<file path="config.mk">
export PLATFORM = sky130hd
export DESIGN_NAME = capture_fsm_flat
export DESIGN_NICKNAME = d
export VERILOG_FILES = /design/src/design/pktctrl_pkg.sv /design/src/design/pkt_ctrl_if.sv /design/src/design/capture_fsm.sv /design/src/flat_wrapper.sv
export SDC_FILE = /design/constraint.sdc
export NUM_CORES = 1
export LEC_CHECK = 0
export ABC_AREA = 1
export BUFFER_PORTS_ARGS = -buffer_cell sky130_fd_sc_hd__buf_2
export CAP_MARGIN = 15
export CORE_AREA = 2 2 39 41
export CTS_BUF_LIST = sky130_fd_sc_hd__clkbuf_8 sky130_fd_sc_hd__clkbuf_16
export CTS_CLUSTER_SIZE = 28
export DETAILED_ROUTE_END_ITERATION = 16
export DIE_AREA = 0 0 41 43
export HOLD_SLACK_MARGIN = 0.15
export SLEW_MARGIN = 10
export SYNTH_ARGS = -nofsm -noshare
export SYNTH_HDL_FRONTEND = slang
export SYNTH_SLANG_ARGS = --single-unit
</file>
<file path="constraint.sdc">
create_clock -name pktctrl_clk -period 1 [get_ports pktctrl_clk]
set_input_delay 0.25 -clock pktctrl_clk [delete_from_list [all_inputs] [get_ports pktctrl_clk]]
set_output_delay 0.25 -clock pktctrl_clk [all_outputs]
set_load 0.01 [all_outputs]
</file>
<file path="src/design/pktctrl_pkg.sv">
/*
 * Shared widths, controller states and helper functions of the packet capture
 * controller. Modules take it by wildcard import in their header.
 */
package pktctrl_pkg;

    // --------------------
    // Sample and stream widths
    // --------------------
    localparam int SAMPLE_W          = 36;
    localparam int HALF_W            = SAMPLE_W / 2;
    localparam int SLICE_W           = 9;
    localparam int SLICES_PER_SAMPLE = SAMPLE_W / SLICE_W;
    localparam int SLICE_SEL_W       = $clog2(SLICES_PER_SAMPLE);

    // Read clock gap and phase settings
    localparam int GAP_W = 9;

    // --------------------
    // Controller states
    // --------------------
    typedef enum logic [2:0] {
        IDLE,
        WRITE,
        WRITE_DONE,
        REG_READ,
        STREAM_READ
    } capture_state_e;

    // Select width for n items, at least one bit
    function automatic int sel_width(input int n);
        int w;
        w = (n > 1) ? $clog2(n) : 1;
        return w;
    endfunction

endpackage

</file>
<file path="src/design/pkt_ctrl_if.sv">
/*
 * Enables and done flags between the capture FSM and the datapath blocks.
 * At most one enable is high in any cycle.
 */
`timescale 1ns/1ps
interface pkt_ctrl_if;

    logic write_en;
    logic reg_read_en;
    logic stream_read_en;
    logic wr_done;
    logic stream_done;

    modport fsm_mp (
        output write_en,
        output reg_read_en,
        output stream_read_en,
        input  wr_done,
        input  stream_done
    );

    modport writer_mp (input write_en, output wr_done);

    modport bank_mp (input write_en, input reg_read_en, input stream_read_en);

    modport stream_mp (input stream_read_en, output stream_done);

endinterface

</file>
<file path="src/design/capture_fsm.sv">
/*
 * Capture and readout FSM. Sequences one capture pass, then register read or
 * stream read as chosen by rf_capture_mode.
 */
`timescale 1ns/1ps
module capture_fsm import pktctrl_pkg::*; (
    input  logic        pktctrl_clk,
    input  logic        pktctrl_rstn,
    input  logic        rf_capture_mode,
    input  logic        rf_capture_start,
    pkt_ctrl_if.fsm_mp  ctrl
);

    capture_state_e state_q;
    capture_state_e state_d;

    always_ff @(posedge pktctrl_clk or negedge pktctrl_rstn) begin
        if (!pktctrl_rstn) begin
            state_q <= IDLE;
        end else begin
            state_q <= state_d;
        end
    end

    // --------------------
    // Next state and enables
    // --------------------
    always_comb begin
        state_d             = state_q;
        ctrl.write_en       = 1'b0;
        ctrl.reg_read_en    = 1'b0;
        ctrl.stream_read_en = 1'b0;
        case (state_q)
            IDLE: begin
                if (rf_capture_start) begin
                    state_d = WRITE;
                end
            end
            WRITE: begin
                // Stays high on the last address so that it is written too
                ctrl.write_en = 1'b1;
                if (ctrl.wr_done) begin
                    state_d = WRITE_DONE;
                end
            end
            WRITE_DONE: begin
                state_d = rf_capture_mode ? REG_READ : STREAM_READ;
            end
            REG_READ: begin
                ctrl.reg_read_en = 1'b1;
                if (rf_capture_start) begin
                    state_d          = WRITE;
                    ctrl.reg_read_en = 1'b0;
                end else if (!rf_capture_mode) begin
                    state_d          = STREAM_READ;
                    ctrl.reg_read_en = 1'b0;
                end
            end
            STREAM_READ: begin
                ctrl.stream_read_en = 1'b1;
                if (rf_capture_mode) begin
                    state_d             = REG_READ;
                    ctrl.stream_read_en = 1'b0;
                end else if (ctrl.stream_done) begin
                    // Enable held so the last half still goes out
                    state_d = IDLE;
                end
            end
            default: begin
                state_d = IDLE;
            end
        endcase
    end

endmodule

</file>
<file path="src/flat_wrapper.sv">
// flat-port wrapper written by rule: the top's interface ports become plain ports
module capture_fsm_flat import pktctrl_pkg::*;
  (pktctrl_clk, pktctrl_rstn, rf_capture_mode, rf_capture_start, ctrl_write_en, ctrl_reg_read_en, ctrl_stream_read_en, ctrl_wr_done, ctrl_stream_done);
  pkt_ctrl_if ctrl_i ();
  input  logic pktctrl_clk;
  input  logic pktctrl_rstn;
  input  logic rf_capture_mode;
  input  logic rf_capture_start;
  output wire logic [$bits(ctrl_i.write_en)-1:0] ctrl_write_en;
  output wire logic [$bits(ctrl_i.reg_read_en)-1:0] ctrl_reg_read_en;
  output wire logic [$bits(ctrl_i.stream_read_en)-1:0] ctrl_stream_read_en;
  input wire logic [$bits(ctrl_i.wr_done)-1:0] ctrl_wr_done;
  input wire logic [$bits(ctrl_i.stream_done)-1:0] ctrl_stream_done;
  assign ctrl_write_en = ctrl_i.write_en;
  assign ctrl_reg_read_en = ctrl_i.reg_read_en;
  assign ctrl_stream_read_en = ctrl_i.stream_read_en;
  assign ctrl_i.wr_done = ctrl_wr_done;
  assign ctrl_i.stream_done = ctrl_stream_done;
  capture_fsm u_core (.pktctrl_clk(pktctrl_clk), .pktctrl_rstn(pktctrl_rstn), .rf_capture_mode(rf_capture_mode), .rf_capture_start(rf_capture_start), .ctrl(ctrl_i));
endmodule
</file>
# Word-level counts from Yosys, hierarchy flattened
# Cells that the tools add are included.
[word_totals]
regBits = 3
word_cells = 25
output_inout_bits = 3
input_bits = 6
[op_classes]
reduce_logical = 2
mux = 14
eq_ne = 8
[ops]
columns = ["operator", "n"]
rows = [
  ["3-bit 2-to-1 mux", 7],
  ["3-bit case mux with 5 select lines", 1],
  ["3-bit by 2-bit equality test with 1-bit output (second input constant)", 2],
  ["1-bit 2-to-1 mux", 6],
  ["3-bit inequality test (second input constant)", 2],
  ["2-bit inequality test (second input constant)", 2],
  ["4-bit AND reduction", 1],
  ["3-bit by 1-bit equality test with 1-bit output (second input constant)", 1],
  ["3-bit equality test (second input constant)", 1],
  ["3-bit logical NOT", 1],
]

# Logic depth before layout (Yosys ltp)
[depth]
ltp_word = 3
mapped_depth = 7
ltp_nobuf = 7

# Worst setup path before layout
# OpenSTA, ideal clock, no wires.
[synth_path]
path_type = "reg-to-output"
from = "register u_core.state_q[0]"
to = "output ctrl_stream_read_en"
t_arrival_ns = 0.810
slack_ns = -0.060
path_stages_with_launch = 4
n_path_buf = 0
required_time_ns = 0.750
path_cell_list = "dfrtp_1 > nor2_1 > nand2_1 > nor2_1"
[synth_between]
elab_chain_len = 2
[synth_rtl]
columns = ["item", "line", "rtl"]
rows = [
  ["start: declaration", "capture_fsm.sv:14", "capture_state_e state_q;"],
  ["start signal: assignment", "capture_fsm.sv:21", "state_q <= state_d;"],
  ["3-bit equality test", "capture_fsm.sv:33", "case (state_q)"],
  ["1-bit 2-to-1 mux", "capture_fsm.sv:33", ""],
  ["end: declaration", "flat_wrapper.sv:11", "output wire logic [$bits(ctrl_i.stream_read_en)-1:0] ctrl_stream_read_en;"],
]
# Every way passes these cells.

# Final worst setup path
[layout_path]
from = "register u_core.state_q[0]"
to = "output ctrl_write_en"
[layout_between]
elab_chain_len = 2
[layout_rtl]
columns = ["item", "line", "rtl"]
rows = [
  ["3-bit by 1-bit equality test with 1-bit output", "capture_fsm.sv:33", ""],
  ["1-bit 2-to-1 mux", "capture_fsm.sv:33", ""],
  ["end: declaration", "flat_wrapper.sv:9", "output wire logic [$bits(ctrl_i.write_en)-1:0] ctrl_write_en;"],
]
# Every way passes these cells.

==> impl_metrics.json <==
{
  "syn_inst": 46,
  "cp_max_fo": 5,
  "syn_area_per_cell_um2": 5.71,
  "cts-root-buf": "clkbuf_8",
  "h-tree-depth": 1,
  "violations": "setup timing",
  "critPathKind": "reg -> out",
  "fillers": 149,
  "worstRegToRegCells": 9,
  "grt_remaining_overflow": 0,
  "ys_seq_area_share_pct": 28.6,
  "clock-skew-final_ps": 3.16,
  "cellLeakagePower_nw": 0.285,
  "grt_pass1_wl_um": 1120,
  "largest_register": "u_core.state_q",
  "p_clk_share_pct": 25.9,
  "synth_area_um2": 263,
  "coreArea_um2": 1380,
  "drive_above_1_share_pct": 51.5,
  "largest_reg_flops": 3,
  "worstPathRequired_ps": 750,
  "crit_path_end_kind": "output pin",
  "cts_tree": "done",
  "tns_ps": -1710,
  "io_buffer_count": 8,
  "drc_errors": 0,
  "worst_pin_slew_ps": 192,
  "drv_cap": 0,
  "hold_viol": 0,
  "status": "finished with violations",
  "p_int_w": 0.000795,
  "fin_nets": 75,
  "io_pins": 9,
  "rsz0062_at_grt": "true",
  "ys_seq_elements": 3,
  "period_minus_slack_ps": 1310,
  "dp_worst_setup_slack_ps": -121,
  "grt_pass1_vias": 291,
  "cts_buffers": 3,
  "post_drt_wl_per_cell_um": 8.11,
  "clock_sinks": 3,
  "relSlewSlack_pct": 87.2,
  "diodes": 0,
  "ff2ff_setup_slack_ps": -280,
  "netSwitchingPower_w": 0.000537,
  "syn_nets": 52,
  "die_h_um": 43,
  "drt-total-wl_um": 681,
  "dr.pass1.iters": 2,
  "hp-class": "in -> async",
  "period_share_pct": 131,
  "gp_congestion": 0.736,
  "drtIter0Drc": 1,
  "clockBufferDepth": 2,
  "track_usage_pct": 10.1,
  "clkTransAtPathRegs_ps": 30,
  "die_w_um": 41,
  "setup_violations": 6,
  "p_sw_share_pct": 40.4,
  "dp_hpwl_um": 472,
  "p_comb_share_pct": 54.3,
  "syn_to_final_growth_pct": 80.5,
  "viasPerCell": 3.95,
  "yosysWarnings": 0,
  "antenna_found_initial": 0,
  "powerDensity_nw_per_um2": 2810,
  "slew_viol_final": 0,
  "cp.arrival_ps": 1060,
  "grt_max_degree": 7,
  "seqPwrFrac_pct": 19.8,
  "r2r_start": "u_core.state_q[0]",
  "antenna_left": 0,
  "yosys.cell_types.count": 12,
  "top_regs": "u_core.state_q (3)",
  "vias": 332,
  "ir_drop_mv": 1.32,
  "rows": 14,
  "die_area_um2": 1760,
  "worstSkewPairLatency_ps": 220,
  "finalWorstSetupSlack_ps": -315,
  "timing.fmax_ghz": 0.761,
  "start_kind": "flop",
  "start_util_pct": 19.0,
  "r2r_end": "u_core.state_q[0]"
}
[worst max path at each step]
stage / from / end / slack [ps]
floorplan: u_core.state_q[0] / ctrl_stream_read_en / -6
global placement: u_core.state_q[1] / ctrl_reg_read_en / -110
detailed placement: u_core.state_q[0] / ctrl_reg_read_en / -120
CTS: u_core.state_q[1] / ctrl_reg_read_en / -320
global route: u_core.state_q[0] / ctrl_write_en / -400
finish: u_core.state_q[0] / ctrl_write_en / -310
[power by group through the flow]
stage               sequential [W]  combinational (W)  clock (W)
floorplan                 0.000239           0.000399          0
global placement          0.000253           0.000527          0
detailed placement        0.000251           0.000528          0
CTS                       0.000249           0.000621   0.000357
global route              0.000273           0.000816   0.000375
finish                    0.000264           0.000723   0.000345
[cell usage after synthesis, drive strengths merged]
cell	count	area share (%)
o21ai	2	3.8
nand3	3	5.7
dfrtp	3	29
nand2	20	31
inv	9	13
nor2	8	15
nand4	1	2.4
[critical path, cell delays in order (launching register included)]
cell	delay, ps
dfrtp_1	430
inv_2	50
nor2_2	120
nand2_1	80
inv_1	50
buf_2	120
[repair_timing]
action,in CTS,in global routing
hold buffers,1,0
setup endpoints to repair,6,6
gates resized for setup,3,7
pin swaps,2,4
hold endpoints to repair,3,0
buffers inserted,3,2
[cell usage in the layout, fill, tap and decap left out]
| cell | netlist | routed |
|---|---|---|
| inv_2 | 1 | 3 |
| nor2_4 | 1 | 1 |
| o21ai_2 | 0 | 1 |
| nand2_2 | 3 | 3 |
| nor2_1 | 6 | 2 |
| clkbuf_8 | 0 | 3 |
| inv_1 | 8 | 7 |
| buf_4 | 0 | 9 |
| nand2_4 | 0 | 1 |
| nand3_1 | 3 | 3 |
| buf_2 | 0 | 7 |
| buf_6 | 0 | 1 |
| o21ai_1 | 1 | 1 |
| dfrtp_2 | 0 | 1 |
| dfrtp_1 | 3 | 2 |
| nor2_2 | 1 | 5 |
| nand2_1 | 17 | 16 |
| dlygate4sd3_1 | 0 | 1 |
| nand4_1 | 1 | 1 |
[cells by family (layout without fill, tap and decap cells)]
kind of cell    count (synthesis)  count (layout)  synth area share (%)
compound gates                  2               2                  3.81
buf+inv                         9              31                  12.9
simple gates                   32              32                  54.8
flops                           3               3                  28.6
[metrics by stage]
stage          power, W  utilization, %  std cells  hold slack [ps]  instance area (µm²)
6_report        0.00133            34.3         84              357                  474
3_3_place_gp   0.000779            25.9         74             47.9                  358
3_5_place_dp   0.000779            25.9         74             49.4                  358
2_1_floorplan  0.000639               -         46            -45.6                  268
4_1_cts         0.00123            31.9         82              352                  442
5_1_grt         0.00146            34.3         84              377                  474
[layout make-up]
class                      instances  area, µm²  share of cell area [%]
multi-input combinational         34        175                    36.9
timing repair buffer              18        124                    26.1
sequential                         3       76.3                    16.1
clock buffer                       3       41.3                    8.71
inverter                           9       33.8                    7.12
tap                               16       20.0                    4.22
clock inverter                     1       3.75                   0.792
[per-layer routing]
layer | wire length [µm] | GRT usage, %
met5 | 0 | 0
met4 | 8 | 6.00
met3 | 49 | 6.28
met2 | 336 | 14.1
met1 | 287 | 11.0
Note: power is estimated with default switching activity, not from simulation.
