## src/design/pktctrl_pkg.sv

```systemverilog
/*
 * Shared widths, controller states and helper functions of the packet capture
 * controller. Modules take it by wildcard import in their header.
 */
package pktctrl_pkg;

    // --------------------
    // Sample and stream widths
    // --------------------
    localparam int SAMPLE_W          = 36;
    localparam int HALF_W            = SAMPLE_W / 2;
    localparam int SLICE_W           = 9;
    localparam int SLICES_PER_SAMPLE = SAMPLE_W / SLICE_W;
    localparam int SLICE_SEL_W       = $clog2(SLICES_PER_SAMPLE);

    // Read clock gap and phase settings
    localparam int GAP_W = 9;

    // --------------------
    // Controller states
    // --------------------
    typedef enum logic [2:0] {
        IDLE,
        WRITE,
        WRITE_DONE,
        REG_READ,
        STREAM_READ
    } capture_state_e;

    // Select width for n items, at least one bit
    function automatic int sel_width(input int n);
        int w;
        w = (n > 1) ? $clog2(n) : 1;
        return w;
    endfunction

endpackage

```

## src/design/pkt_ctrl_if.sv

```systemverilog
/*
 * Enables and done flags between the capture FSM and the datapath blocks.
 * At most one enable is high in any cycle.
 */
`timescale 1ns/1ps
interface pkt_ctrl_if;

    logic write_en;
    logic reg_read_en;
    logic stream_read_en;
    logic wr_done;
    logic stream_done;

    modport fsm_mp (
        output write_en,
        output reg_read_en,
        output stream_read_en,
        input  wr_done,
        input  stream_done
    );

    modport writer_mp (input write_en, output wr_done);

    modport bank_mp (input write_en, input reg_read_en, input stream_read_en);

    modport stream_mp (input stream_read_en, output stream_done);

endinterface

```

## src/design/stream_reader.sv

```systemverilog
/*
 * Stream read pointer. Walks address, bank and half in order and sends one
 * 18-bit half-sample with a valid flag on each read strobe.
 */
`timescale 1ns/1ps
module stream_reader import pktctrl_pkg::*; #(
    parameter int NUM_BANKS = 4,
    parameter int ADDR_W    = 6
) (
    input  logic                                pktctrl_clk,
    input  logic                                pktctrl_rstn,
    pkt_ctrl_if.stream_mp                       ctrl,
    input  logic                                data_rd_en,
    input  logic [NUM_BANKS-1:0][SAMPLE_W-1:0]  rd_word,
    output logic [ADDR_W-1:0]                   stream_addr,
    output logic [HALF_W-1:0]                   adc_stream_data,
    output logic                                adc_stream_valid
);

    localparam int BANK_W = sel_width(NUM_BANKS);
    localparam logic [BANK_W-1:0] BANK_LAST = BANK_W'(NUM_BANKS - 1);

    logic              half_q;
    logic [BANK_W-1:0] bank_q;
    logic [ADDR_W-1:0] addr_q;
    logic [BANK_W-1:0] bank_d;
    logic [ADDR_W-1:0] addr_d;
    logic [1:0]        settle_q;
    logic              emit;

    // No strobe taken until the first word has come through the memory
    assign emit = ctrl.stream_read_en && data_rd_en && settle_q[1];

    // Next pointer after the current half
    always_comb begin
        bank_d = bank_q;
        addr_d = addr_q;
        if (half_q) begin
            if (bank_q == BANK_LAST) begin
                bank_d = '0;
                addr_d = addr_q + 1'b1;
            end else begin
                bank_d = bank_q + 1'b1;
            end
        end
    end

    // Next address goes out on the strobe itself, so rd_word turns over in time
    assign stream_addr = emit ? addr_d : addr_q;

    assign ctrl.stream_done = emit && half_q && (bank_q == BANK_LAST) && (&addr_q);

    always_ff @(posedge pktctrl_clk or negedge pktctrl_rstn) begin
        if (!pktctrl_rstn) begin
            half_q           <= 1'b0;
            bank_q           <= '0;
            addr_q           <= '0;
            settle_q         <= '0;
            adc_stream_valid <= 1'b0;
        end else if (!ctrl.stream_read_en) begin
            half_q           <= 1'b0;
            bank_q           <= '0;
            addr_q           <= '0;
            settle_q         <= '0;
            adc_stream_valid <= 1'b0;
        end else begin
            if (!settle_q[1]) begin
                settle_q <= settle_q + 1'b1;
            end
            adc_stream_valid <= emit;
            if (emit) begin
                half_q <= ~half_q;
                bank_q <= bank_d;
                addr_q <= addr_d;
            end
        end
    end

    always_ff @(posedge pktctrl_clk) begin
        if (emit) begin
            adc_stream_data <= half_q ? rd_word[bank_q][SAMPLE_W-1:HALF_W]
                                      : rd_word[bank_q][HALF_W-1:0];
        end
    end

endmodule

```

## src/flat_wrapper.sv

```systemverilog
// flat-port wrapper written by rule: the top's interface ports become plain ports
module stream_reader_flat import pktctrl_pkg::*;
#(
    parameter int NUM_BANKS = 4,
    parameter int ADDR_W    = 6
)
  (pktctrl_clk, pktctrl_rstn, data_rd_en, rd_word, stream_addr, adc_stream_data, adc_stream_valid, ctrl_stream_read_en, ctrl_stream_done);
  pkt_ctrl_if ctrl_i ();
  input  logic pktctrl_clk;
  input  logic pktctrl_rstn;
  input  logic data_rd_en;
  input  logic [NUM_BANKS-1:0][SAMPLE_W-1:0] rd_word;
  output logic [ADDR_W-1:0] stream_addr;
  output logic [HALF_W-1:0] adc_stream_data;
  output logic adc_stream_valid;
  input wire logic [$bits(ctrl_i.stream_read_en)-1:0] ctrl_stream_read_en;
  output wire logic [$bits(ctrl_i.stream_done)-1:0] ctrl_stream_done;
  assign ctrl_i.stream_read_en = ctrl_stream_read_en;
  assign ctrl_stream_done = ctrl_i.stream_done;
  stream_reader #(.NUM_BANKS(NUM_BANKS), .ADDR_W(ADDR_W)) u_core (.pktctrl_clk(pktctrl_clk), .pktctrl_rstn(pktctrl_rstn), .ctrl(ctrl_i), .data_rd_en(data_rd_en), .rd_word(rd_word), .stream_addr(stream_addr), .adc_stream_data(adc_stream_data), .adc_stream_valid(adc_stream_valid));
endmodule
```

## config.mk

```make
export PLATFORM = sky130hd
export DESIGN_NAME = stream_reader_flat
export DESIGN_NICKNAME = d
export VERILOG_FILES = /design/src/design/pktctrl_pkg.sv /design/src/design/pkt_ctrl_if.sv /design/src/design/stream_reader.sv /design/src/flat_wrapper.sv
export SDC_FILE = /design/constraint.sdc
export NUM_CORES = 1
export LEC_CHECK = 0
export ABC_CLOCK_PERIOD_IN_PS = 5100
export BUFFER_PORTS_ARGS = -buffer_cell sky130_fd_sc_hd__clkbuf_2
export CORE_AREA = 2 2 77 79
export DETAILED_ROUTE_END_ITERATION = 6
export DIE_AREA = 0 0 79 81
export PLACE_DENSITY = 0.84
export SETUP_SLACK_MARGIN = 0.15
export SKIP_CTS_REPAIR_TIMING = 1
export SYNTH_ARGS = -nofsm -noshare
export SYNTH_HDL_FRONTEND = slang
export SYNTH_SLANG_ARGS = --single-unit
```

## constraint.sdc

```tcl
create_clock -name pktctrl_clk -period 5.1 [get_ports pktctrl_clk]
set_input_delay 1.275 -clock pktctrl_clk [delete_from_list [all_inputs] [get_ports pktctrl_clk]]
set_output_delay 1.275 -clock pktctrl_clk [all_outputs]
set_load 0.005 [all_outputs]
```

## After elaboration in Yosys (flattened, before gate mapping)

Index checks and enable logic that the tools add are counted.

| storage, ports and cells | value |
|---|---|
| output and inout port bits | 26 |
| logic and storage cells | 39 |
| flip-flop bits (word level) | 30 |
| input bits | 148 |

| cells by class | value |
|---|---|
| add/sub/neg operators | 3 |
| multiplexer cells | 16 |
| bitwise gates (word level) | 1 |
| order comparisons | 1 |
| eq/ne operators | 4 |
| reductions and logical operators | 7 |

Operator list:

| kind | count |
|---|---|
| $bmux 36 s2 | 1 |
| $mux 36 | 1 |
| $mux 6 | 4 |
| $mux 18 | 1 |
| $mux 2 | 6 |
| $add 6x1->6 const B | 1 |
| $reduce_and 6->1 | 1 |
| $logic_and 1x1->1 | 5 |
| $add 2x1->2 const B | 2 |
| $ne 2x1->1 const B | 2 |
| $lt 2x3->1 const B | 1 |
| $mux 1 | 3 |
| $eq 2x2->1 const B | 1 |
| $ne 2x2->1 const B | 1 |
| $reduce_and 2->1 | 1 |
| $not 1->1 | 1 |

## Depth between registers and ports, before layout

| logic depth | value |
|---|---|
| word-level depth | 5 |
| depth in mapped cells | 4 |
| mapped depth without buffers | 4 |

## Least setup slack after synthesis

No wires, ideal clock.

| path | value |
|---|---|
| path type | input -> output |
| from | in ctrl_stream_read_en |
| to | out stream_addr[2] |
| buffers on the path | 0 |
| data required time | 3.825 ns |
| slack | 1.505 ns |
| cell stages on the path | 4 |
| arrival | 2.320 ns |
| path through | nand3_2 inv_1 nand3_1 xnor2_1 |

| between the ends | value |
|---|---|
| cells in the longest elaborated chain, start to end | 3 |

RTL lines:

| item | line | source |
|---|---|---|
| start: declaration | flat_wrapper.sv:16 | `input wire logic [$bits(ctrl_i.stream_read_en)-1:0] ctrl_stream_read_en;` |
| $logic_and 1x1->1 (2 in series) | stream_reader.sv:32 | `assign emit = ctrl.stream_read_en && data_rd_en && settle_q[1];` |
| via u_core.emit | stream_reader.sv:29 | `logic emit;` |
| $mux 6 | - |  |
| end: declaration | flat_wrapper.sv:13 | `output logic [ADDR_W-1:0] stream_addr;` |

The timed path passes the listed nets, and every way through them passes these cells.

## Worst setup path after layout

Same ends and word-level chain as after synthesis.

==> results.yml <==
worst_setup_path:
  r2r-end: "u_core.adc_stream_data[1]$_DFFE_PN_"
  worstPathRequired_ps: 3830
  reg2reg_setup_slack_ps: 2990
  r2r_cells: 3
  cp-end-kind: "output port"
  crit_fanout: 12
  critical_path_class: "input pin to output port"
  crit_path_start_kind: "input pin"
  arrival_ps: 2510
  worstReg2RegStart: "u_core.bank_q[0]$_DFFE_PN0P_"
synth:
  yosysSeqAreaShare_pct: 35.74
  synth.distinct_cells: 27
  ys_ff_latch: 30
  synthFlopType: "edfxtp_1"
  synth.top_cell.area_share_pct: 23.94
  synth_edf_count: 18
  netlist_instances: 143
  synth-warning-count: 0
  synth.avg_cell_area_um2: 16.45
  syn_nets: 293
  synth-async-reset-ratio_pct: 40.00
  synthTopCellsByArea: "mux4_2 24%, edfxtp_1 23%, dfrtp_1 13%"
  synth.cell_area_mm2: 0.002352
  yosys.area.top_type: "mux4_2"
  yosys-top-cells-count: "25 x mux4_2, 18 x edfxtp_1, 18 x mux2_4, 12 x dfrtp_1, 11 x mux4_1"
  yosysMostFrequentCell: "mux4_2"
placed_design:
  place_hpwl_um: 5383
  gp_congestion: 0.8124
  io_buffers: 173
timing:
  finalSetupViolCount: 0
  hold_viol_final: 0
  setup_tns_ps: 0
  min_period_ps: 3789
  skew_ps: 4.202
  fin_crit_sh_pct: 74.29
  slew_headroom_pct: 57.50
  rsz0062_at_grt: "false"
  fmax_ghz: 0.2639
  worstMarginPinSlew_ps: 637.5
  final_max_slew_viol_count: 0
grt:
  grt_max_degree: 39
  track_usage_pct: 19.93
  grt_antenna_before_repair: 0
  grt_pass1_wl_um: 9756
  grt_pass1_vias: 2140
  grt-ovfl-total: 0
power:
  clkPwrFrac_pct: 29.6
  p_int_uw: 452.2
  p_seq_share_pct: 47.8
  combPwrFrac_pct: 22.5
  power.density_mw_per_mm2: 172.1
  switching_share_pct: 21.33
  switchingPower_uw: 122.6
  peakVddDrop_mv: 0.09000
  leakagePower_uw: 0.001598
clock_tree:
  cts_root_buffer: "clkbuf_8"
  cts_buffers: 5
  cts_tree: "yes"
  path_clk_slew_ps: 50
  cts_max_path_buffers: 2
  clkLatencyLatePin_ps: 270
  h-tree-depth: 2
  cts.sinks: 30
routing:
  drtPass1Iterations: 4
  via_count: 2014
  final_antenna_net_count: 0
  wire_per_inst_um: 16.07
  drt_iter0_drc: 93
  wl_um: 6315
  routed_via_density: 5.125
  drcViolationCount: 0
die:
  die-area_mm2: 0.006399
  ios: 174
  die_w_um: 79
  core_mm2: 0.005675
  die_h_um: 81
  num_rows: 28
  start_util_pct: 41.45
hold_path:
  hold_depth: 1
  hold_end: "u_core.addr_q[5]$_DFF_PN0_"
  worstHoldStart: "u_core.addr_q[5]$_DFF_PN0_"
  hp-class: "flip-flop to flip-flop"
layout:
  register_area_um2: 842.1
  utilization_pct: 58.84
  multiInputGateArea_mm2: 0.001416
  antenna_cells: 0
  nFillCells: 493
  nets: 467
  area_delta_synth_final_pct: 41.97
  drive_above_1_share_pct: 72.01
flow_run:
  maxCapViolations: 0
status:
  status: "completed"
layout make-up:
class	instances	share of cell area, %
Inverter	3	0.3372
Multi-Input combinational cell	100	42.41
Timing Repair Buffer	177	26.83
Clock buffer	8	2.398
Sequential cell	30	25.22
Tap cell	75	2.810
worst max-delay path by stage:
stage / start / cells after the start / to / slack [ps]
final: ctrl_stream_read_en / 6 / stream_addr[2] / 1310
after global routing: ctrl_stream_read_en / 6 / stream_addr[2] / 1190
after CTS: ctrl_stream_read_en / 6 / stream_addr[2] / 1290
after detailed placement: ctrl_stream_read_en / 6 / stream_addr[2] / 1300
after global placement: ctrl_stream_read_en / 6 / stream_addr[2] / 1350
after floorplan: ctrl_stream_read_en / 4 / stream_addr[2] / 1510
metrics by stage:
stage | instances | area (um2) | worst slack, ps | hold WS [ps] | total power [uW]
after global routing | 393 | 3339 | 1186 | 560.7 | 607.9
final | 393 | 3339 | 1311 | 522.7 | 574.8
after CTS | 393 | 3339 | 1288 | 528.0 | 584.2
after global placement | 385 | 3259 | 1355 | 488.7 | 404.3
after floorplan | 143 | 2352 | 1505 | 478.8 | 338.5
after detailed placement | 385 | 3259 | 1303 | 518.0 | 410.9
critical path: stages:
cell and delay [ps]:
clkbuf_2 160, nand3_2 180, inv_1 380, nand3_1 210, xnor2_1 180, clkbuf_2 130
sequential cells by signal, indices dropped and copies added (netlist names):
name                     count
u_core.adc_stream_data      18
u_core.addr_q                6
u_core.bank_q                2
u_core.settle_q              2
u_core.adc_stream_valid      1
u_core.half_q                1
metal layers:
| metal | global-route usage [%] | vias to the layer above | share of wire (%) |
|---|---|---|---|
| met4 | 6.207 | 0 | 2.2 |
| met5 | 0 | - | 0 |
| met1 | 23.07 | 964 | 37 |
| met2 | 37.37 | 87 | 55 |
| met3 | 3.778 | 15 | 5.5 |
| li1 | - | 948 | - |
power by group through the flow:
stage	logic (uW)	registers (uW)	clock network, uW
2_1_floorplan	58.8	280	0
3_3_place_gp	125	279	0
3_5_place_dp	131	280	0
4_1_cts	132	275	177
5_1_grt	141	275	191
6_report	130	275	170
kinds of logic (layout without fill, tap and decap cells):
family	count (synthesis)	after routing	share of synthesized area (%)
DFF	30	30	35.74
adders and majority gates	2	2	1.064
xor gates and xnor gates	6	6	2.234
buffers and inverters	13	188	4.043
muxes	58	58	49.42
AOI/OAI and AO/OA	6	6	1.277
and+or+nand+nor	28	28	6.223
placed cells by master (no fill, tap or decap):
| master | synthesis | final |
|---|---|---|
| a21oi_1 | 4 | 4 |
| and2_1 | 1 | 1 |
| and3_1 | 1 | 1 |
| buf_4 | 0 | 4 |
| clkbuf_1 | 2 | 3 |
| clkbuf_2 | 0 | 173 |
| clkbuf_8 | 0 | 5 |
| dfrtp_1 | 12 | 11 |
| dfrtp_2 | 0 | 1 |
| edfxtp_1 | 18 | 18 |
| ha_1 | 2 | 2 |
| inv_1 | 3 | 3 |
| mux2_4 | 18 | 18 |
| mux2i_1 | 4 | 4 |
| mux4_1 | 11 | 11 |
| mux4_2 | 25 | 25 |
| nand2_1 | 10 | 10 |
| nand3_1 | 5 | 5 |
| nand3_2 | 1 | 1 |
| nand4_1 | 1 | 1 |
| nor2_1 | 4 | 4 |
| nor3_1 | 1 | 1 |
| nor3_2 | 1 | 1 |
| nor4_2 | 1 | 1 |
| o21ai_0 | 2 | 2 |
| or3_1 | 2 | 2 |
| xnor2_1 | 2 | 2 |
| xor2_1 | 4 | 4 |
Note: power is estimated with default switching activity, not from simulation.
