`src/design/pkt_ctrl_if.sv`:
```
/*
 * Enables and done flags between the capture FSM and the datapath blocks.
 * At most one enable is high in any cycle.
 */
`timescale 1ns/1ps
interface pkt_ctrl_if;

    logic write_en;
    logic reg_read_en;
    logic stream_read_en;
    logic wr_done;
    logic stream_done;

    modport fsm_mp (
        output write_en,
        output reg_read_en,
        output stream_read_en,
        input  wr_done,
        input  stream_done
    );

    modport writer_mp (input write_en, output wr_done);

    modport bank_mp (input write_en, input reg_read_en, input stream_read_en);

    modport stream_mp (input stream_read_en, output stream_done);

endinterface

```
`src/design/capture_writer.sv`:
```
/*
 * Write address counter for one capture pass over the sample memory.
 * Flags the last address so the FSM can close the pass.
 */
`timescale 1ns/1ps
module capture_writer #(
    parameter int ADDR_W = 6
) (
    input  logic               pktctrl_clk,
    input  logic               pktctrl_rstn,
    pkt_ctrl_if.writer_mp      ctrl,
    output logic [ADDR_W-1:0]  wr_addr
);

    // --------------------
    // Address counter
    // --------------------
    always_ff @(posedge pktctrl_clk or negedge pktctrl_rstn) begin
        if (!pktctrl_rstn) begin
            wr_addr <= '0;
        end else if (!ctrl.write_en) begin
            wr_addr <= '0;
        end else begin
            // Wraps to zero after the last address
            wr_addr <= wr_addr + 1'b1;
        end
    end

    // Last address of the pass
    assign ctrl.wr_done = &wr_addr;

endmodule

```
`src/flat_wrapper.sv`:
```
// flat-port wrapper written by rule: the top's interface ports become plain ports
module capture_writer_flat 
#(
    parameter int ADDR_W = 6
)
  (pktctrl_clk, pktctrl_rstn, wr_addr, ctrl_write_en, ctrl_wr_done);
  pkt_ctrl_if ctrl_i ();
  input  logic pktctrl_clk;
  input  logic pktctrl_rstn;
  output logic [ADDR_W-1:0] wr_addr;
  input wire logic [$bits(ctrl_i.write_en)-1:0] ctrl_write_en;
  output wire logic [$bits(ctrl_i.wr_done)-1:0] ctrl_wr_done;
  assign ctrl_i.write_en = ctrl_write_en;
  assign ctrl_wr_done = ctrl_i.wr_done;
  capture_writer #(.ADDR_W(ADDR_W)) u_core (.pktctrl_clk(pktctrl_clk), .pktctrl_rstn(pktctrl_rstn), .ctrl(ctrl_i), .wr_addr(wr_addr));
endmodule
```
`config.mk`:
```
export PLATFORM = sky130hd
export DESIGN_NAME = capture_writer_flat
export DESIGN_NICKNAME = d
export VERILOG_FILES = /design/src/design/pkt_ctrl_if.sv /design/src/design/capture_writer.sv /design/src/flat_wrapper.sv
export SDC_FILE = /design/constraint.sdc
export NUM_CORES = 1
export LEC_CHECK = 0
export BUFFER_PORTS_ARGS = -buffer_cell sky130_fd_sc_hd__buf_4
export CAP_MARGIN = 25
export CORE_AREA = 3 3 40 42
export CTS_CLUSTER_DIAMETER = 200
export DETAILED_ROUTE_END_ITERATION = 6
export DIE_AREA = 0 0 43 45
export SLEW_MARGIN = 20
export SYNTH_ARGS = -nofsm -noshare
export SYNTH_HDL_FRONTEND = slang
export SYNTH_SLANG_ARGS = --single-unit
export TNS_END_PERCENT = 50
```
`constraint.sdc`:
```
create_clock -name pktctrl_clk -period 2.2 [get_ports pktctrl_clk]
set_input_delay 0.22 -clock pktctrl_clk [delete_from_list [all_inputs] [get_ports pktctrl_clk]]
set_output_delay 0.22 -clock pktctrl_clk [all_outputs]
set_load 0.02 [all_outputs]
```
# Word-level counts from Yosys, hierarchy flattened
# Cells that the tools add are included.
[classes]
add_sub_neg = 1
mux = 1
n_reduce_logical = 1
[op_table]
columns = ["cell", "n"]
rows = [
  ["$add 6x1->6 const B", 1],
  ["$mux 6", 1],
  ["$reduce_and 6->1", 1],
]
[word_totals]
out_inout_bits = 7
elab_cells = 4
in_bits = 3
regBits = 6

# Depth between registers and ports, before layout
# Gate-level depths: netlist (run 1).
[logic_depth]
word_depth = 2
ltp_mapped = 4
ltp_nobuf = 4

# Worst setup path before layout (run 1)
# OpenSTA, ideal clock, no wires.
[synth_path]
path_type = "flip-flop to output port"
start = "register u_core.wr_addr[0]"
end = "output port ctrl_wr_done"
required_time_ns = 1.980
path_stages_with_launch = 4
setup_slack_ns = 0.842
arrival_ns = 1.138
path_buffers = 0
path_cell_list = "dfrtp_1 -> ha_1 -> nand3_1 -> nor2_1"
[synth_between]
elab_chain_cells = 1
[synth_rtl]
columns = ["element", "line", "text"]
rows = [
  ["start: declaration", "capture_writer.sv:12", "output logic [ADDR_W-1:0] wr_addr"],
  ["start signal: assignment", "capture_writer.sv:25", "wr_addr <= wr_addr + 1'b1;"],
  ["$reduce_and 6->1", "capture_writer.sv:30", "assign ctrl.wr_done = &wr_addr;"],
  ["end: declaration", "flat_wrapper.sv:12", "output wire logic [$bits(ctrl_i.wr_done)-1:0] ctrl_wr_done;"],
]
# No other way between the ends.

# Worst setup path after layout (run 1)
# Same ends and word-level chain as after synthesis.

==> flow_metrics.tcl, run 1 <==
set metrics [dict create \
    path_cells "ha_1, nand3_1, nor2_1, buf_4" \
    cts_tree "yes" \
    r2r_setup_slack_ns 1.00 \
    rsz0062_at_grt "false" \
    post-route-period-util_pct 68.4 \
    ant_nets 0 \
    syn_nets 28 \
    worstSetupPathType "flip-flop to output port" \
    cts_buffers 3 \
    clock_path_buffers 2 \
    htree_levels 1 \
    ys_seq_area_share_pct 55.8 \
    synth-seq-cells 6 \
    ys_async_sr_fraction_pct 100 \
    dp_hpwl_um 412 \
    grt_pass1_wl_um 1040 \
    p_sw_share_pct 25.1 \
    maxSlewHeadroom_pct 88.6 \
    place_area_um2 355 \
    synth_top_cell_area_share_pct 55.8 \
    cp.arrival_ns 1.28 \
    pwr-share-clk_pct 42.0 \
    cts_resized 0 \
    cp-start-kind "flip-flop" \
    hold_end "u_core.wr_addr[4]$_DFF_PN0_" \
    final_max_slew_viol_count 0 \
    cts_sinks 6 \
    insertion_delay_ns 0.25 \
    ctsRootBufferMaster "clkbuf_4" \
    synth.largest_area_cell "dfrtp_1" \
    critPathCaptureType "output port" \
    pwr-share-seq_pct 47.3 \
    design_area_um2 388 \
    start_util_pct 20.9 \
    status "completed" \
    first_iter_violations 4 \
    setup_violations 0 \
    syn_area_um2 269 \
    grt_pass1_vias 225 \
    maxCapViolations 0 \
    worst_path_max_delay_cell "dfrtp_1" \
    synth_most_common_cell "dfrtp_1" \
    antenna_cells 0 \
    fill_cells 133 \
    ir_worst_vdd_v 0.000288 \
    p_leak_nw 0.188 \
    path_buf_inv 1 \
    comb_power_share_pct 10.7 \
    reg.largest.list "u_core.wr_addr x6" \
    postSynthCellCount 24 \
    p_per_area_nw_per_um2 656 \
    port_buffers 9 \
    p_sw_mw 0.0640 \
    drtPass1Iterations 4 \
    syn_area_per_cell_um2 11.2 \
    dieArea_um2 1940 \
    hold_class "input pin to flip-flop" \
    synth_flop_cell "dfrtp_1" \
    top_register "u_core.wr_addr" \
    synth_edf_count 0 \
    r2r_cells 3 \
    core-area_um2 1280 \
    largest_register_ffs 6 \
    hold_viol 0 \
    grt.overflow.total 0 \
    yosys-top-cells-count "dfrtp_1 (6), and2_1 (4), nand2_1 (3), nor2_1 (2), xnor2_1 (2)" \
    cp_max_fo 4 \
    max_stage_delay_ns 0.41 \
    grt_max_degree 8 \
    path_clk_slew_ns 0.05 \
    hold_start "ctrl_write_en" \
    globalplace.congestion 0.675 \
    synth_area_leaders "dfrtp_1 (56%), and2_1 (9.3%), xnor2_1 (6.5%), ha_1 (4.7%), nand2_1 (4.2%)" \
    postCtsSetupBuffers 0 \
    wl_per_cell_um 11.1 \
    die_h_um 45 \
    antenna_found_initial 0 \
    area_growth_pct 44.2 \
    wl_um 577 \
    vias 217 \
    yosys.cell_types.count 12 \
    power.internal_mw 0.190 \
    drive_above_1_share_pct 35.1 \
    cp_top_family "flip-flops" \
    worstMarginPinSlew_ns 0.170 \
    max_freq_mhz 665 \
    viasPerCell 4.17 \
    row_count 13 \
    period_needed_ns 1.50 \
    r2r-start "u_core.wr_addr[2]$_DFF_PN0_" \
    cp.required_ns 1.98 \
    fin_tns_setup_ns 0 \
    grt_usage_pct 7.78 \
    min_path_cells 2 \
    r2r_end "u_core.wr_addr[5]$_DFF_PN0_" \
    die_w_um 43 \
    drcViolationCount 0 \
    hold_buffers 1 \
    ys.warnings.count 0 \
    nNetsFinal 43 \
    clock_skew_ns 0.00647 \
    pin_count 10 \
]
==> metrics by stage <==
| step | util [%] | hold slack (ns) | worst slack, ns | total power, mW | cells |
|---|---|---|---|---|---|
| after floorplan | - | -0.0756 | 0.842 | 0.133 | 24 |
| after global placement | 27.7 | 0.0332 | 0.970 | 0.148 | 48 |
| after detailed placement | 27.7 | 0.0351 | 0.956 | 0.148 | 48 |
| after CTS | 30.2 | 0.234 | 0.688 | 0.258 | 52 |
| after global routing | 30.2 | 0.242 | 0.598 | 0.271 | 52 |
| final | 30.2 | 0.234 | 0.695 | 0.254 | 52 |
==> placed cells by master, fill, tap and decap left out, types with 2 or more instances in the layout <==
master	n
nand2_1	3
clkbuf_4	3
and2_1	4
dfrtp_1	6
nor2_1	2
buf_4	9
xnor2_1	2
==> how the worst max path moves through the flow <==
stage                     depth (start not counted)  slack (ns)                   startpoint           end
after floorplan                                   3        0.84  u_core.wr_addr[0]$_DFF_PN0_  ctrl_wr_done
after global placement                            4        0.97  u_core.wr_addr[0]$_DFF_PN0_  ctrl_wr_done
after detailed placement                          4        0.96  u_core.wr_addr[0]$_DFF_PN0_  ctrl_wr_done
after CTS                                         4        0.69  u_core.wr_addr[0]$_DFF_PN0_  ctrl_wr_done
after global routing                              4        0.60  u_core.wr_addr[0]$_DFF_PN0_  ctrl_wr_done
final                                             4        0.70  u_core.wr_addr[0]$_DFF_PN0_  ctrl_wr_done
==> metal layers <==
metal / up-vias / GRT usage, % / part of all wire, %
met5: - / 0 / 0
met4: 0 / 1.81 / 0
met3: 0 / 5.98 / 15
met2: 13 / 9.88 / 36
met1: 98 / 10.2 / 49
li1: 106 / - / -
==> layout make-up <==
| type | count | area (um2) | area share [%] |
|---|---|---|---|
| repair buffers | 10 | 77.6 | 20.0 |
| multi-input cells | 18 | 119 | 30.6 |
| flip-flops and latches | 6 | 150 | 38.7 |
| well taps | 15 | 18.8 | 4.84 |
| clock buffers | 3 | 22.5 | 5.81 |
==> kinds of logic after synthesis <==
family,count (synthesis),share of synthesized area [%]
flops,6,55.8
compound gates,1,1.86
xor+xnor,3,9.77
simple gates,13,27.9
fa+ha+maj,1,4.65
==> power groups by stage <==
stage | combinational [mW] | clock, mW | sequential [mW]
after detailed placement | 0.0262 | 0 | 0.122
after global routing | 0.0302 | 0.120 | 0.121
after CTS | 0.0278 | 0.109 | 0.120
final | 0.0273 | 0.107 | 0.120
after floorplan | 0.00629 | 0 | 0.127
after global placement | 0.0261 | 0 | 0.122
No activity file was read; power rests on OpenSTA's default activity.
==> run 2: changes to the inputs <==
- clock period: 2.2 -> 1.4 ns (I/O delays scaled with it)
==> run 2 against run 1 <==
Net effect:
- total power up 60%
- via count up 3.7%
- final cell count up 3.8%
- first-iteration DRC count down 100%
- clock power up 50%
- clock-buffer cell count unchanged
- hold slack worse by 0.073 ns
- combinational power up 110%
- critical path type is now flip-flop to flip-flop
- largest cell class unchanged
==> flow_metrics.tcl, run 2 (same netlist as run 1, synthesis figures left out) <==
set metrics [dict create \
    status "completed" \
    final_max_slew_viol_count 0 \
    top_register "u_core.wr_addr" \
    wl_per_cell_um 11.8 \
    place_area_um2 355 \
    antenna_cells 0 \
    hold_viol 0 \
    worst_path_max_delay_cell "or4b_1" \
    post-route-util_pct 32.7 \
    area_growth_pct 56.3 \
    critPathCaptureType "flip-flop" \
    ctsRootBufferMaster "clkbuf_4" \
    maxSlewHeadroom_pct 87.8 \
    maxCapViolations 0 \
    globalplace.congestion 0.679 \
    fin_tns_setup_ns 0 \
    viasPerCell 4.17 \
    insertion_delay_ns 0.24 \
    cts_buffers 3 \
    path_clk_slew_ns 0.05 \
    drcViolationCount 0 \
    hold_end "u_core.wr_addr[3]$_DFF_PN0_" \
    cp_max_fo 3 \
    htree_levels 1 \
    worstSetupPathType "flip-flop to flip-flop" \
    ant_nets 0 \
    post-route-period-util_pct 93.6 \
    vias 225 \
    port_buffers 9 \
    core-area_um2 1280 \
    dieArea_um2 1940 \
    antenna_found_initial 0 \
    r2r_cells 4 \
    grt_max_degree 8 \
    cts_tree "yes" \
    period_needed_ns 1.31 \
    rsz0062_at_grt "false" \
    die_w_um 43 \
    hold_start "ctrl_write_en" \
    fill_cells 133 \
    wl_um 635 \
    final_cell_mix "buf_4 (11), dfrtp_1 (6), and2_1 (4)" \
    start_util_pct 20.9 \
    clock_path_buffers 2 \
    cp.arrival_ns 1.48 \
    cp_top_family "simple AND/OR/NAND/NOR gates" \
    largest_register_ffs 6 \
    nNetsFinal 45 \
    pre_cts_ws_ns 0.200 \
    setup_violations 0 \
    grt_pass1_vias 203 \
    path_cells "buf_4, nand3_2, or4b_1, o21ai_0" \
    max_freq_mhz 763 \
    grt_usage_pct 7.65 \
    p_per_area_nw_per_um2 968 \
    r2r-start "u_core.wr_addr[0]$_DFF_PN0_" \
    cp.required_ns 1.57 \
    ir_worst_vdd_v 0.000504 \
    r2r_end "u_core.wr_addr[5]$_DFF_PN0_" \
    reg.largest.list "u_core.wr_addr x6" \
    design_area_um2 420 \
    r2r_setup_slack_ns 0.09 \
    finalWorstSetupSlack_ns 0.0899 \
    worstMarginPinSlew_ns 0.183 \
    cp-start-kind "flip-flop" \
    path_buf_inv 1 \
    cts_sinks 6 \
    min_path_cells 2 \
    grt_pass1_wl_um 952 \
    drive_above_1_share_pct 43.6 \
    row_count 13 \
    final_common_cell "buf_4" \
    p_leak_nw 0.197 \
    drtPass1Iterations 1 \
    grt.overflow.total 0 \
    die_h_um 45 \
    first_iter_violations 0 \
    max_stage_delay_ns 0.50 \
    pin_count 10 \
    clock_skew_ns 0.00169 \
    hold_class "input pin to flip-flop" \
]
-- run 2: power breakdown --
group / switching, mW / internal (mW) / total, mW / leakage [nW]
registers: 0.00874 / 0.181 / 0.190 / 0.0813
logic: 0.0272 / 0.0298 / 0.0570 / 0.102
clock network: 0.0631 / 0.0970 / 0.160 / 0.0138
-- run 2: worst register-to-register path: stages, from the launching register on --
cell and delay, ns:
dfrtp_1 0.39, buf_4 0.15, nand3_2 0.11, or4b_1 0.50
o21ai_0 0.08
-- run 2: area by class of cell --
type | instances | area [um2] | area share [%]
Clock buffer | 3 | 22.5 | 5.36
Timing Repair Buffer | 12 | 92.6 | 22.0
Sequential cell | 6 | 150 | 35.7
Multi-Input combinational cell | 18 | 136 | 32.4
Tap cell | 15 | 18.8 | 4.46
-- run 2: worst max-delay path by stage --
stage                                        to  slack, ns  depth (start not counted)                         from
CTS                                ctrl_wr_done       0.02                          4  u_core.wr_addr[1]$_DFF_PN0_
floorplan                          ctrl_wr_done       0.12                          3  u_core.wr_addr[0]$_DFF_PN0_
global placement    u_core.wr_addr[5]$_DFF_PN0_       0.22                          3  u_core.wr_addr[0]$_DFF_PN0_
detailed placement  u_core.wr_addr[5]$_DFF_PN0_       0.20                          3  u_core.wr_addr[2]$_DFF_PN0_
finish              u_core.wr_addr[5]$_DFF_PN0_       0.09                          4  u_core.wr_addr[0]$_DFF_PN0_
global route                       ctrl_wr_done       0.02                          4  u_core.wr_addr[1]$_DFF_PN0_
-- run 2: per-layer routing --
metal | global-route usage, % | share of wire [%]
met5 | 0 | 0
met4 | 3.61 | 0
met3 | 6.37 | 11
met2 | 9.28 | 41
met1 | 9.41 | 47
-- run 2: what timing repair did --
item | 4_1_cts | 5_1_grt
hold buffers | 1 | 0
gates resized for setup | 0 | 3
pin swaps | 0 | 2
setup buffers | 1 | 1
endpoints found under the hold margin | 6 | 0
setup endpoints to repair | 1 | 1
-- run 2: metrics by stage --
| step | power (mW) | std cells | hold WS (ns) |
|---|---|---|---|
| after global routing | 0.436 | 54 | 0.152 |
| after floorplan | 0.210 | 24 | -0.156 |
| final | 0.407 | 54 | 0.161 |
| after detailed placement | 0.234 | 48 | -0.0465 |
| after CTS | 0.406 | 53 | 0.152 |
| after global placement | 0.233 | 48 | -0.0482 |
==> run 3: changes to the inputs <==
==> constraint.sdc (replaced) <==
create_clock -name pktctrl_clk -period 1.4 [get_ports pktctrl_clk]
set_input_delay 0.21 -clock pktctrl_clk [delete_from_list [all_inputs] [get_ports pktctrl_clk]]
set_output_delay 0.21 -clock pktctrl_clk [all_outputs]
set_load 0.02 [all_outputs]
==> run 3 against run 2 <==
Net effect:
- total power down 0.50%
- largest power group unchanged
- maximum frequency down 1.6%
- clock skew up 0.0014 ns
- clock-buffer cell count unchanged
- worst setup slack worse by 0.022 ns
==> flow_metrics.tcl, run 3 (same netlist as run 1, synthesis figures left out) <==
set metrics [dict create \
    ctsRootBufferMaster "clkbuf_4" \
    antenna_found_initial 0 \
    comb_power_share_pct 14.8 \
    hold_viol 0 \
    worst_path_max_delay_cell "dfrtp_1" \
    ir_worst_vdd_v 0.000473 \
    row_count 13 \
    path_clk_slew_ns 0.05 \
    hold_ws_ns 0.228 \
    crit_start "u_core.wr_addr[0]$_DFF_PN0_" \
    htree_levels 1 \
    p_leak_nw 0.206 \
    port_buffers 9 \
    cts_sinks 6 \
    design_area_um2 432 \
    max_freq_mhz 751 \
    max_stage_delay_ns 0.35 \
    core-area_um2 1280 \
    p_sw_share_pct 23.5 \
    globalplace.congestion 0.663 \
    r2r-start "u_core.wr_addr[1]$_DFF_PN0_" \
    drcViolationCount 0 \
    cp.required_ns 1.19 \
    top_register "u_core.wr_addr" \
    p_per_area_nw_per_um2 938 \
    setup_violations 0 \
    cp.arrival_ns 1.12 \
    period_needed_ns 1.33 \
    fin_tns_setup_ns 0 \
    power.internal_mw 0.310 \
    post-route-period-util_pct 95.1 \
    critPathCaptureType "output port" \
    drtPass1Iterations 3 \
    r2r_end "u_core.wr_addr[5]$_DFF_PN0_" \
    pwr-share-clk_pct 38.9 \
    ant_nets 0 \
    die_w_um 43 \
    clock_skew_ns 0.00312 \
    grt.overflow.total 0 \
    min_path_cells 2 \
    cp-start-kind "flip-flop" \
    first_iter_violations 2 \
    final_common_cell "buf_4" \
    reg.largest.list "u_core.wr_addr x6" \
    final_max_slew_viol_count 0 \
    pin_count 10 \
    clock_path_buffers 2 \
    p_sw_mw 0.0951 \
    area_growth_pct 60.5 \
    die_h_um 45 \
    place_area_um2 355 \
    worstMarginPinSlew_ns 0.172 \
    grt_max_degree 8 \
    cp_max_fo 2 \
    stdcell_count 56 \
    cts_buffers 3 \
    worstSetupPathType "flip-flop to output port" \
    path_cells "ha_2, nand3_2, nor2_2, buf_6" \
    final_cell_mix "buf_4 (12), dfrtp_1 (6), and2_1 (4)" \
    drive_above_1_share_pct 48.8 \
    wl_um 631 \
    vias 237 \
    r2r_cells 5 \
    viasPerCell 4.23 \
    wl_per_cell_um 11.3 \
    r2r_setup_slack_ns 0.11 \
    grt_pass1_wl_um 1080 \
    hold_class "input pin to flip-flop" \
    largest_register_ffs 6 \
    insertion_delay_ns 0.24 \
    cts_tree "yes" \
    pwr-share-seq_pct 46.2 \
    start_util_pct 20.9 \
    nNetsFinal 47 \
    grt_usage_pct 7.87 \
    maxSlewHeadroom_pct 88.5 \
    grt_pass1_vias 248 \
    antenna_cells 0 \
    status "completed" \
    place_inst 48 \
    crit_path_end "ctrl_wr_done" \
    dieArea_um2 1940 \
    maxCapViolations 0 \
]
==> run 3: cell types whose count changed in the layout (fill, tap and decap cells not counted), sizes merged <==
cell / change
buf: +2
==> run 3: timing repair <==
action	4_1_cts	5_1_grt
resized for setup	1	3
hold endpoints to repair	6	0
setup buffers	2	2
pin swaps	0	2
hold buffers	1	0
setup endpoints to repair	1	1
==> run 3: cell type report <==
class / count / area, um2
sequential: 6 / 150
tap: 15 / 18.8
clock buffer: 3 / 22.5
timing repair buffer: 14 / 111
fill: 133 / 853
multi-input combinational: 18 / 129
==> run 3: stage by stage <==
step | setup WS [ns] | total power, mW | util, %
global placement | 0.184 | 0.233 | 27.7
floorplan | 0.0519 | 0.210 | -
detailed placement | 0.184 | 0.234 | 27.7
finish | 0.0681 | 0.405 | 33.6
CTS | 0.0217 | 0.407 | 31.7
global route | -0.00628 | 0.431 | 33.6
==> run 3: per-layer routing <==
layer  up-vias  routed length [um]  global-route usage [%]
li1        113                   -                       -
met1       112                 282                    8.80
met2        12                 280                    12.6
met3         0                  69                    5.18
met4         0                   0                    1.81
met5         -                   0                       0
==> run 3: worst max-delay path, delay by kind of cell (launching register included) <==
kind,cells,cell delay [ns]
fa+ha+maj,1,0.20
simple gates,2,0.21
flops,1,0.35
buf+inv,1,0.12
==> run 3: worst min-delay path by stage <==
| stage | from | end | slack (ns) |
|---|---|---|---|
| 2_1_floorplan | pktctrl_rstn | u_core.wr_addr[0]$_DFF_PN0_ | -0.09 |
| 3_3_place_gp | pktctrl_rstn | u_core.wr_addr[5]$_DFF_PN0_ | 0.02 |
| 3_5_place_dp | pktctrl_rstn | u_core.wr_addr[5]$_DFF_PN0_ | 0.02 |
| 4_1_cts | ctrl_write_en | u_core.wr_addr[4]$_DFF_PN0_ | 0.22 |
| 5_1_grt | ctrl_write_en | u_core.wr_addr[3]$_DFF_PN0_ | 0.23 |
| 6_report | ctrl_write_en | u_core.wr_addr[4]$_DFF_PN0_ | 0.23 |
==> run 3: power groups by stage <==
stage / logic (mW) / clock network (mW) / registers (mW)
detailed placement: 0.0415 / 0 / 0.192
finish: 0.0600 / 0.158 / 0.187
global route: 0.0660 / 0.177 / 0.188
floorplan: 0.00989 / 0 / 0.200
global placement: 0.0408 / 0 / 0.192
CTS: 0.0553 / 0.165 / 0.187
